`config.mk`:
```
export PLATFORM = sky130hd
export DESIGN_NAME = ext_mem
export DESIGN_NICKNAME = d
export VERILOG_FILES = /design/src/ext_mem_pkg.sv /design/src/mem_bus_if.sv /design/src/bus_merge.sv /design/src/ext_mem.sv /design/src/l1_cache.sv
export VERILOG_INCLUDE_DIRS = /design/src
export SDC_FILE = /design/constraint.sdc
export NUM_CORES = 2
export LEC_CHECK = 0
export ABC_AREA = 0
export BUFFER_PORTS_ARGS = -buffer_cell sky130_fd_sc_hd__buf_2
export CAP_MARGIN = 10
export CORE_AREA = 2 2 399 401
export DETAILED_ROUTE_END_ITERATION = 6
export DIE_AREA = 0 0 401 403
export GPL_TIMING_DRIVEN = 0
export PLACE_DENSITY_LB_ADDON = 0.05
export SKIP_LAST_GASP = 1
export SLEW_MARGIN = 30
export SYNTH_ARGS = -nofsm -noshare
export SYNTH_HDL_FRONTEND = slang
export SYNTH_HIERARCHICAL = 1
export SYNTH_SLANG_ARGS = --single-unit
```
`constraint.sdc`:
```
create_clock -name clk -period 4.9 [get_ports clk]
set_input_delay 0.735 -clock clk [delete_from_list [all_inputs] [get_ports clk]]
set_output_delay 0.735 -clock clk [all_outputs]
set_load 0.01 [all_outputs]
```
`src/ext_mem_consts.svh`:
```
`ifndef EXT_MEM_CONSTS_SVH
`define EXT_MEM_CONSTS_SVH

// Native bus widths
`define ADDR_W          16
`define DATA_W          32
`define STRB_W          (`DATA_W/8)

// L1 line geometry
`define LINE_OFF_W      3                  // 8 lines
`define WORD_OFF_W      2                  // 4 words per line
`define BYTE_OFF_W      2
`define TAG_W           (`ADDR_W-`LINE_OFF_W-`WORD_OFF_W-`BYTE_OFF_W)

`define N_LINES         (1 << `LINE_OFF_W)
`define WORDS_PER_LINE  (1 << `WORD_OFF_W)

// Merge arbiter
`define N_MASTERS       2                  // icache and dcache
`define GRANT_W         $clog2(`N_MASTERS)

`endif

```
`src/ext_mem_pkg.sv`:
```
`default_nettype none

`include "ext_mem_consts.svh"

package ext_mem_pkg;

   typedef logic [`ADDR_W-1:0] addr_t;    // Byte address
   typedef logic [`DATA_W-1:0] word_t;
   typedef logic [`STRB_W-1:0] strb_t;

   // Address split as seen by a direct-mapped L1
   typedef struct packed {
      logic [`TAG_W-1:0]      tag;
      logic [`LINE_OFF_W-1:0] index;
      logic [`WORD_OFF_W-1:0] word;
      logic [`BYTE_OFF_W-1:0] byte_off;
   } cache_fields_t;

   // Flat bus view or cache view of the same address
   typedef union packed {
      addr_t         flat;
      cache_fields_t fields;
   } cache_addr_t;

endpackage

`default_nettype wire

```
`src/mem_bus_if.sv`:
```
`timescale 1ns/100ps
`default_nettype none

interface mem_bus_if;
   import ext_mem_pkg::*;

   logic  valid;
   addr_t addr;
   word_t wdata;
   strb_t wstrb;     // Zero means read
   word_t rdata;
   logic  ready;     // One-cycle pulse per request

   modport master (
      output valid, addr, wdata, wstrb,
      input  rdata, ready
   );

   modport slave (
      input  valid, addr, wdata, wstrb,
      output rdata, ready
   );

endinterface

`default_nettype wire

```
`src/bus_merge.sv`:
```
`timescale 1ns/100ps
`default_nettype none

`include "ext_mem_consts.svh"

module bus_merge (
   input  logic      clk,
   input  logic      arst_n,
   mem_bus_if.slave  m,      // Instruction cache
   mem_bus_if.slave  d,      // Data cache
   mem_bus_if.master s
);

   logic [`N_MASTERS-1:0] req_v;
   logic [`GRANT_W-1:0]   grant;     // Locked master, or priority when idle
   logic [`GRANT_W-1:0]   sel;
   logic                  busy;

   assign req_v = {d.valid, m.valid};

   // Round-robin pick at idle, locked while a request is outstanding
   always_comb begin
      if (busy || req_v[grant] || !req_v[~grant])
         sel = grant;
      else
         sel = ~grant;
   end

   always_comb begin
      if (sel == '0) begin
         s.valid = m.valid;
         s.addr  = m.addr;
         s.wdata = m.wdata;
         s.wstrb = m.wstrb;
      end else begin
         s.valid = d.valid;
         s.addr  = d.addr;
         s.wdata = d.wdata;
         s.wstrb = d.wstrb;
      end
   end

   // Response only to the granted master
   assign m.ready = s.ready && (sel == '0);
   assign d.ready = s.ready && (sel != '0);
   assign m.rdata = (sel == '0) ? s.rdata : '0;
   assign d.rdata = (sel != '0) ? s.rdata : '0;

   always_ff @(posedge clk or negedge arst_n) begin
      if (!arst_n) begin
         grant <= '0;                  // icache first
         busy  <= 1'b0;
      end else if (s.ready) begin
         busy  <= 1'b0;
         grant <= ~sel;                // Other master next
      end else if (s.valid) begin
         busy  <= 1'b1;
         grant <= sel;
      end
   end

endmodule

`default_nettype wire

```
`src/ext_mem.sv`:
```
`timescale 1ns/100ps
`default_nettype none

module ext_mem (
   input  logic               clk,
   input  logic               arst_n,

   // Instruction port
   input  logic               i_valid,
   input  ext_mem_pkg::addr_t i_addr,
   input  ext_mem_pkg::word_t i_wdata,
   input  ext_mem_pkg::strb_t i_wstrb,
   output ext_mem_pkg::word_t i_rdata,
   output logic               i_ready,

   // Data port
   input  logic               d_valid,
   input  ext_mem_pkg::addr_t d_addr,
   input  ext_mem_pkg::word_t d_wdata,
   input  ext_mem_pkg::strb_t d_wstrb,
   output ext_mem_pkg::word_t d_rdata,
   output logic               d_ready,

   // External memory
   output logic               mem_valid,
   output ext_mem_pkg::addr_t mem_addr,
   output ext_mem_pkg::word_t mem_wdata,
   output ext_mem_pkg::strb_t mem_wstrb,
   input  ext_mem_pkg::word_t mem_rdata,
   input  logic               mem_ready
);

   mem_bus_if icache_be ();
   mem_bus_if dcache_be ();
   mem_bus_if merged_be ();

   l1_cache icache (
      .clk    (clk),
      .arst_n (arst_n),
      .valid  (i_valid),
      .addr   (i_addr),
      .wdata  (i_wdata),
      .wstrb  (i_wstrb),      // Tied off by the requester
      .rdata  (i_rdata),
      .ready  (i_ready),
      .be     (icache_be)
   );

   l1_cache dcache (
      .clk    (clk),
      .arst_n (arst_n),
      .valid  (d_valid),
      .addr   (d_addr),
      .wdata  (d_wdata),
      .wstrb  (d_wstrb),
      .rdata  (d_rdata),
      .ready  (d_ready),
      .be     (dcache_be)
   );

   bus_merge merge_i_d_buses (
      .clk    (clk),
      .arst_n (arst_n),
      .m      (icache_be),
      .d      (dcache_be),
      .s      (merged_be)
   );

   assign mem_valid       = merged_be.valid;
   assign mem_addr        = merged_be.addr;
   assign mem_wdata       = merged_be.wdata;
   assign mem_wstrb       = merged_be.wstrb;
   assign merged_be.rdata = mem_rdata;
   assign merged_be.ready = mem_ready;

endmodule

`default_nettype wire

```
`src/l1_cache.sv`:
```
`timescale 1ns/100ps
`default_nettype none

`include "ext_mem_consts.svh"

module l1_cache (
   input  logic               clk,
   input  logic               arst_n,
   input  logic               valid,
   input  ext_mem_pkg::addr_t addr,
   input  ext_mem_pkg::word_t wdata,
   input  ext_mem_pkg::strb_t wstrb,
   output ext_mem_pkg::word_t rdata,
   output logic               ready,
   mem_bus_if.master          be
);
   import ext_mem_pkg::*;

   typedef enum logic [1:0] {
      IDLE,      // Ready cycle, finished request still on the port
      LOOKUP,    // Waits for a request and compares tags
      REFILL,
      WRITE
   } state_t;

   state_t                 state;
   logic [`WORD_OFF_W-1:0] cnt;         // Refill beat
   logic [`N_LINES-1:0]    line_vld;

   word_t                  data_mem [`N_LINES][`WORDS_PER_LINE];
   logic [`TAG_W-1:0]      tag_mem  [`N_LINES];

   cache_addr_t            fe_a;        // Live front-end address
   cache_addr_t            req_a;       // Request being served
   cache_addr_t            start_a;     // First refill address
   cache_addr_t            next_a;      // Following refill address

   logic                   be_valid;
   addr_t                  be_addr;
   word_t                  be_wdata;
   strb_t                  be_wstrb;

   logic                   accept;
   logic                   is_wr;
   logic                   hit;
   logic                   rd_hit;
   logic                   rd_miss;
   logic                   wr_req;
   logic                   fill_beat;
   logic                   fill_last;
   logic                   wr_done;
   word_t                  merged;

   assign fe_a.flat = addr;

   assign accept    = (state == LOOKUP) && valid;
   assign is_wr     = |wstrb;
   assign hit       = line_vld[fe_a.fields.index] &&
                      (tag_mem[fe_a.fields.index] == fe_a.fields.tag);
   assign rd_hit    = accept && !is_wr && hit;
   assign rd_miss   = accept && !is_wr && !hit;
   assign wr_req    = accept && is_wr;
   assign fill_beat = (state == REFILL) && be.ready;
   assign fill_last = fill_beat && (cnt == `WORD_OFF_W'(`WORDS_PER_LINE-1));
   assign wr_done   = (state == WRITE) && be.ready;

   // Refill bursts start at word 0 of the line
   always_comb begin
      start_a.fields = '{tag: fe_a.fields.tag, index: fe_a.fields.index,
                         word: '0, byte_off: '0};
      next_a.fields  = '{tag: req_a.fields.tag, index: req_a.fields.index,
                         word: cnt + 1'b1, byte_off: '0};
   end

   // Write data merged into the stored word under the strobes
   always_comb begin
      merged = data_mem[fe_a.fields.index][fe_a.fields.word];
      for (int b = 0; b < `STRB_W; b++) begin
         if (wstrb[b])
            merged[8*b +: 8] = wdata[8*b +: 8];
      end
   end

   always_ff @(posedge clk or negedge arst_n) begin
      if (!arst_n) begin
         state    <= IDLE;
         ready    <= 1'b0;
         be_valid <= 1'b0;
         cnt      <= '0;
         line_vld <= '0;
      end else begin
         ready <= rd_hit | fill_last | wr_done;   // Single-cycle pulse
         case (state)
            IDLE: state <= LOOKUP;
            LOOKUP: begin
               if (rd_hit) begin
                  state <= IDLE;
               end else if (rd_miss) begin
                  state    <= REFILL;
                  be_valid <= 1'b1;
                  cnt      <= '0;
               end else if (wr_req) begin
                  state    <= WRITE;                // No write-allocate
                  be_valid <= 1'b1;
               end
            end
            REFILL: begin
               if (fill_beat)
                  cnt <= cnt + 1'b1;
               if (fill_last) begin
                  be_valid                     <= 1'b0;
                  line_vld[req_a.fields.index] <= 1'b1;
                  state                        <= IDLE;
               end
            end
            WRITE: begin
               if (wr_done) begin
                  be_valid <= 1'b0;
                  state    <= IDLE;
               end
            end
            default: state <= IDLE;
         endcase
      end
   end

   always_ff @(posedge clk) begin
      if (accept)
         req_a <= fe_a;
      if (rd_hit)
         rdata <= data_mem[fe_a.fields.index][fe_a.fields.word];
      if (rd_miss) begin
         be_addr  <= start_a.flat;
         be_wstrb <= '0;
      end
      if (wr_req) begin
         be_addr  <= fe_a.flat;
         be_wdata <= wdata;
         be_wstrb <= wstrb;
         if (hit)
            data_mem[fe_a.fields.index][fe_a.fields.word] <= merged;
      end
      if (fill_beat) begin
         data_mem[req_a.fields.index][cnt] <= be.rdata;
         be_addr                           <= next_a.flat;
         if (cnt == req_a.fields.word)
            rdata <= be.rdata;                     // Requested word on the fly
      end
      if (fill_last)
         tag_mem[req_a.fields.index] <= req_a.fields.tag;
   end

   assign be.valid = be_valid;
   assign be.addr  = be_addr;
   assign be.wdata = be_wdata;
   assign be.wstrb = be_wstrb;

endmodule

`default_nettype wire

```
==> run_results.csv <==
group,metric,value,unit
placement,place.port_buffers,255,
yosys,synth_seq_cells,2418,
clock_tree,cts_buffers,230,
yosys,synth-edff-count,2320,
layout,n_fill_cell,9102,
layout,post-route-util,73.1,%
routing,drt-wirelength-per-cell,37.9,µm
sta,rsz0062_at_grt,"no",
yosys,synth.avg_cell_area,19.4,µm²
clock_tree,htreeDepth,4,
grt,gr-total-overflow,0,
grt,grt_antenna_before_repair,20,
placement,dp_hpwl,217000,µm
sta,setup_slack,-1.07,ps
floorplanning,io_pins,260,
worst_setup_path,start_kind,"register",
clock_tree,cts_tree,"yes",
sta,period_share,100,%
clock_tree,ctsRootBufferMaster,"clkbuf_16",
sta,period_minus_slack,4900,ps
floorplanning,die_area,0.162,mm²
yosys,ys_async_sr_fraction,1.24,%
placement,place_congestion,0.946,
sta,relSlewSlack,13.6,%
routing,totalWireLength,304000,µm
layout,layout_common_cells,"edfxtp_1 (2320), mux4_2 (492), buf_2 (344), mux2i_1 (265), clkbuf_16 (232)",
sta,tightest_slew,1290,ps
floorplanning,fp.dieH,403,µm
layout,stdcell_count,8018,
floorplanning,start_util,61.5,%
clock_tree,clock_latency,860,ps
routing,avgViaCountPerCell,7.08,
grt,grt_usage,37.5,%
clock_tree,cts_sinks,2418,
layout,drive_above_1_share,32.1,%
power,worst_ir_drop_vdd,384,µV
sta,fmax,204,MHz
layout,final_common_cell,"edfxtp_1",
yosys,synth_top_area_cell,"edfxtp_1",
yosys,synthFlopType,"edfxtp_1",
yosys,syn_inst,4998,
grt,grt_pass1_vias,54000,
status,status,"finished with violations",
worst_hold_path,worstHoldPathType,"in2reg",
sta,final_max_slew_viol_count,0,
grt,grt_first_pass_wirelength,417000,µm
worst_setup_path,arrival,5460,ps
placement,dpl.cell_count,7537,
worst_setup_path,critPathMaxFanout,12,
sta,hold_viol_final,0,
power,leakagePower,0.0386,µW
worst_setup_path,path_cells,"clkbuf_2 -> o21bai_2 -> clkbuf_1 -> nand2_1 -> ha_1 -> nand2_1 -> or2_2 -> clkbuf_1 -> nor2_4 -> clkbuf_4 -> a31oi_2 -> nor2_4 -> buf_16 -> buf_16",
clock_tree,cts.clk_slew.worst_paths,60,ps
power,powerDensity,447,mW/mm²
yosys,seq_area_frac_synth,74.2,%
flow_run,maxCapViolCount,0,
worst_setup_path,crit_slowest_cell,"dfrtp_1",
grt,grt_max_degree,33,
routing,antenna_left,0,
worst_setup_path,required,5460,ps
layout,area_delta_synth_final,18.9,%
layout,nNetsFinal,5891,
yosys,syn_area,0.0968,mm²
routing,first_iter_violations,9919,
worst_hold_path,min_path_cells,1,
worst_setup_path,path_class,"reg2reg",
yosys,synth_top_cell_area_share,72.0,%
routing,drt_pre_antenna_iters,7,
routing,vias,56800,
floorplanning,chipWidth,401,µm
status,failed_checks,"negative setup slack",
routing,drc,0,
worst_setup_path,end_kind,"register",
yosys,synth_nets,5148,
floorplanning,coreArea,0.157,mm²
yosys,synth.distinct_cells,70,
yosys,synth.area.top_cells,"edfxtp_1 (72%), mux4_2 (11%), mux2i_1 (2.7%)",
sta,setup_viol,5,
clock_tree,clk_path_buf_depth,3,
worst_setup_path,max_stage_delay,570,ps
worst_setup_path,reg2regPathDepth,14,
yosys,yosys_warnings,6,
sta,finClkSkew,30.3,ps
floorplanning,row_count,146,
[worst max-delay path, delay by kind of cell, from the launching register on]
family                     cells  cell delay (ps)
AOI/OAI and AO/OA              2              770
adders and majority gates      1              260
buffers and inverters          6             1710
DFF                            1              570
and+or+nand+nor                5             1240
[flip-flops by register name, indices dropped and copies added (netlist names), 32 cells and up]
signal / cells
icache/rdata: 32
icache/be.wdata: 32
dcache/data_mem: 1024
dcache/tag_mem: 72
dcache/be.wdata: 32
dcache/rdata: 32
icache/tag_mem: 72
icache/data_mem: 1024
[power by group]
part	leakage, µW	internal (µW)	switching, µW
clock network	0.00361	9900	7700
logic	0.0131	2800	5840
registers	0.0218	24400	845
[worst paths after layout]
path                                                    endpoint  slack [ps]                            from
max in group asynchronous         dcache/line_vld[0]$_DFFE_PN0P_        3800                          arst_n
worst min register to register    icache/line_vld[3]$_DFFE_PN0P_         470  icache/line_vld[3]$_DFFE_PN0P_
worst max register to register  dcache/data_mem[3][13]$_DFFE_PP_          -1     icache/be.valid$_DFFE_PN0P_
min in group asynchronous         icache/line_vld[3]$_DFFE_PN0P_         540                          arst_n
worst max-delay path            dcache/data_mem[3][13]$_DFFE_PP_          -1     icache/be.valid$_DFFE_PN0P_
worst min-delay path               dcache/be.wdata[22]$_DFFE_PP_          70                     d_wdata[22]
[per-layer routing]
metal  global-route usage, %  share of wire (%)
met2                    51.7                 42
met1                    55.2                 37
met4                    11.6                3.7
met5                       0              0.029
met3                    15.5                 18
[layout make-up]
cell class | instances | area (µm²) | area share, %
diodes | 9 | 22.5 | 0.0196
plain buffers | 305 | 1620 | 1.41
clock buffers | 299 | 6190 | 5.38
clock inverters | 129 | 1260 | 1.09
inverters | 80 | 300 | 0.261
multi-input cells | 2195 | 24800 | 21.5
flip-flops and latches | 2418 | 71800 | 62.4
well taps | 2072 | 2590 | 2.25
repair buffers | 511 | 6520 | 5.66
[cell usage after synthesis (9+ instances only)]
cell type  count
or2_2         18
dfxtp_1       68
o21ai_1       17
a221oi_1      18
o32ai_1       52
nor2_1       216
edfxtp_1    2320
ha_1           9
a21oi_1      136
a31oi_1       76
and3_1        69
buf_2         74
inv_1         78
o21ai_0       18
mux2i_1      265
nor4_1        22
buf_1         37
nor2b_1       10
clkbuf_1     143
buf_6         21
mux2_2       202
o22ai_1       83
nor3_1        85
dfrtp_1       30
xnor2_1       12
mux4_2       492
o221ai_1      13
and2_1        29
nand2b_1      75
buf_4         26
a22oi_1        9
nand2_1      151
o22a_1        14
a221o_1       17
[timing repair]
| item | in CTS | in global routing |
|---|---|---|
| setup endpoints to repair | 1978 | 763 |
| gates cloned | 0 | 1 |
| hold buffers | 1 | 0 |
| pin swaps | 4 | 6 |
| resized for setup | 7 | 7 |
| hold endpoints to repair | 30 | 0 |
| setup buffers | 7 | 31 |
[metrics by stage]
stage                     instance area, µm²  setup WS [ps]  hold slack (ps)  TNS (ps)  total power [µW]
after global routing                  115000           4.24             56.8         0             52600
final                                 115000          -1.07             70.6     -2.13             51500
after CTS                             115000          -19.0             29.3      -129             51100
after global placement                101000          -3610              445  -9143630             32800
after detailed placement              107000           -734              450   -746930             33800
after floorplan                        96800            260              434         0             29200
[kinds of logic (layout without fill, tap and decap cells)]
family | count (synthesis) | after routing | share of synthesized area, %
AOI/OAI and AO/OA | 495 | 496 | 3.41
xor gates and xnor gates | 20 | 20 | 0.181
adders and majority gates | 9 | 9 | 0.116
buffers and inverters | 386 | 1324 | 1.93
DFF | 2418 | 2418 | 74.2
muxes | 961 | 961 | 16.6
other | 0 | 9 | 0
and+or+nand+nor | 709 | 709 | 3.62
Note: power is estimated with default switching activity, not from simulation.
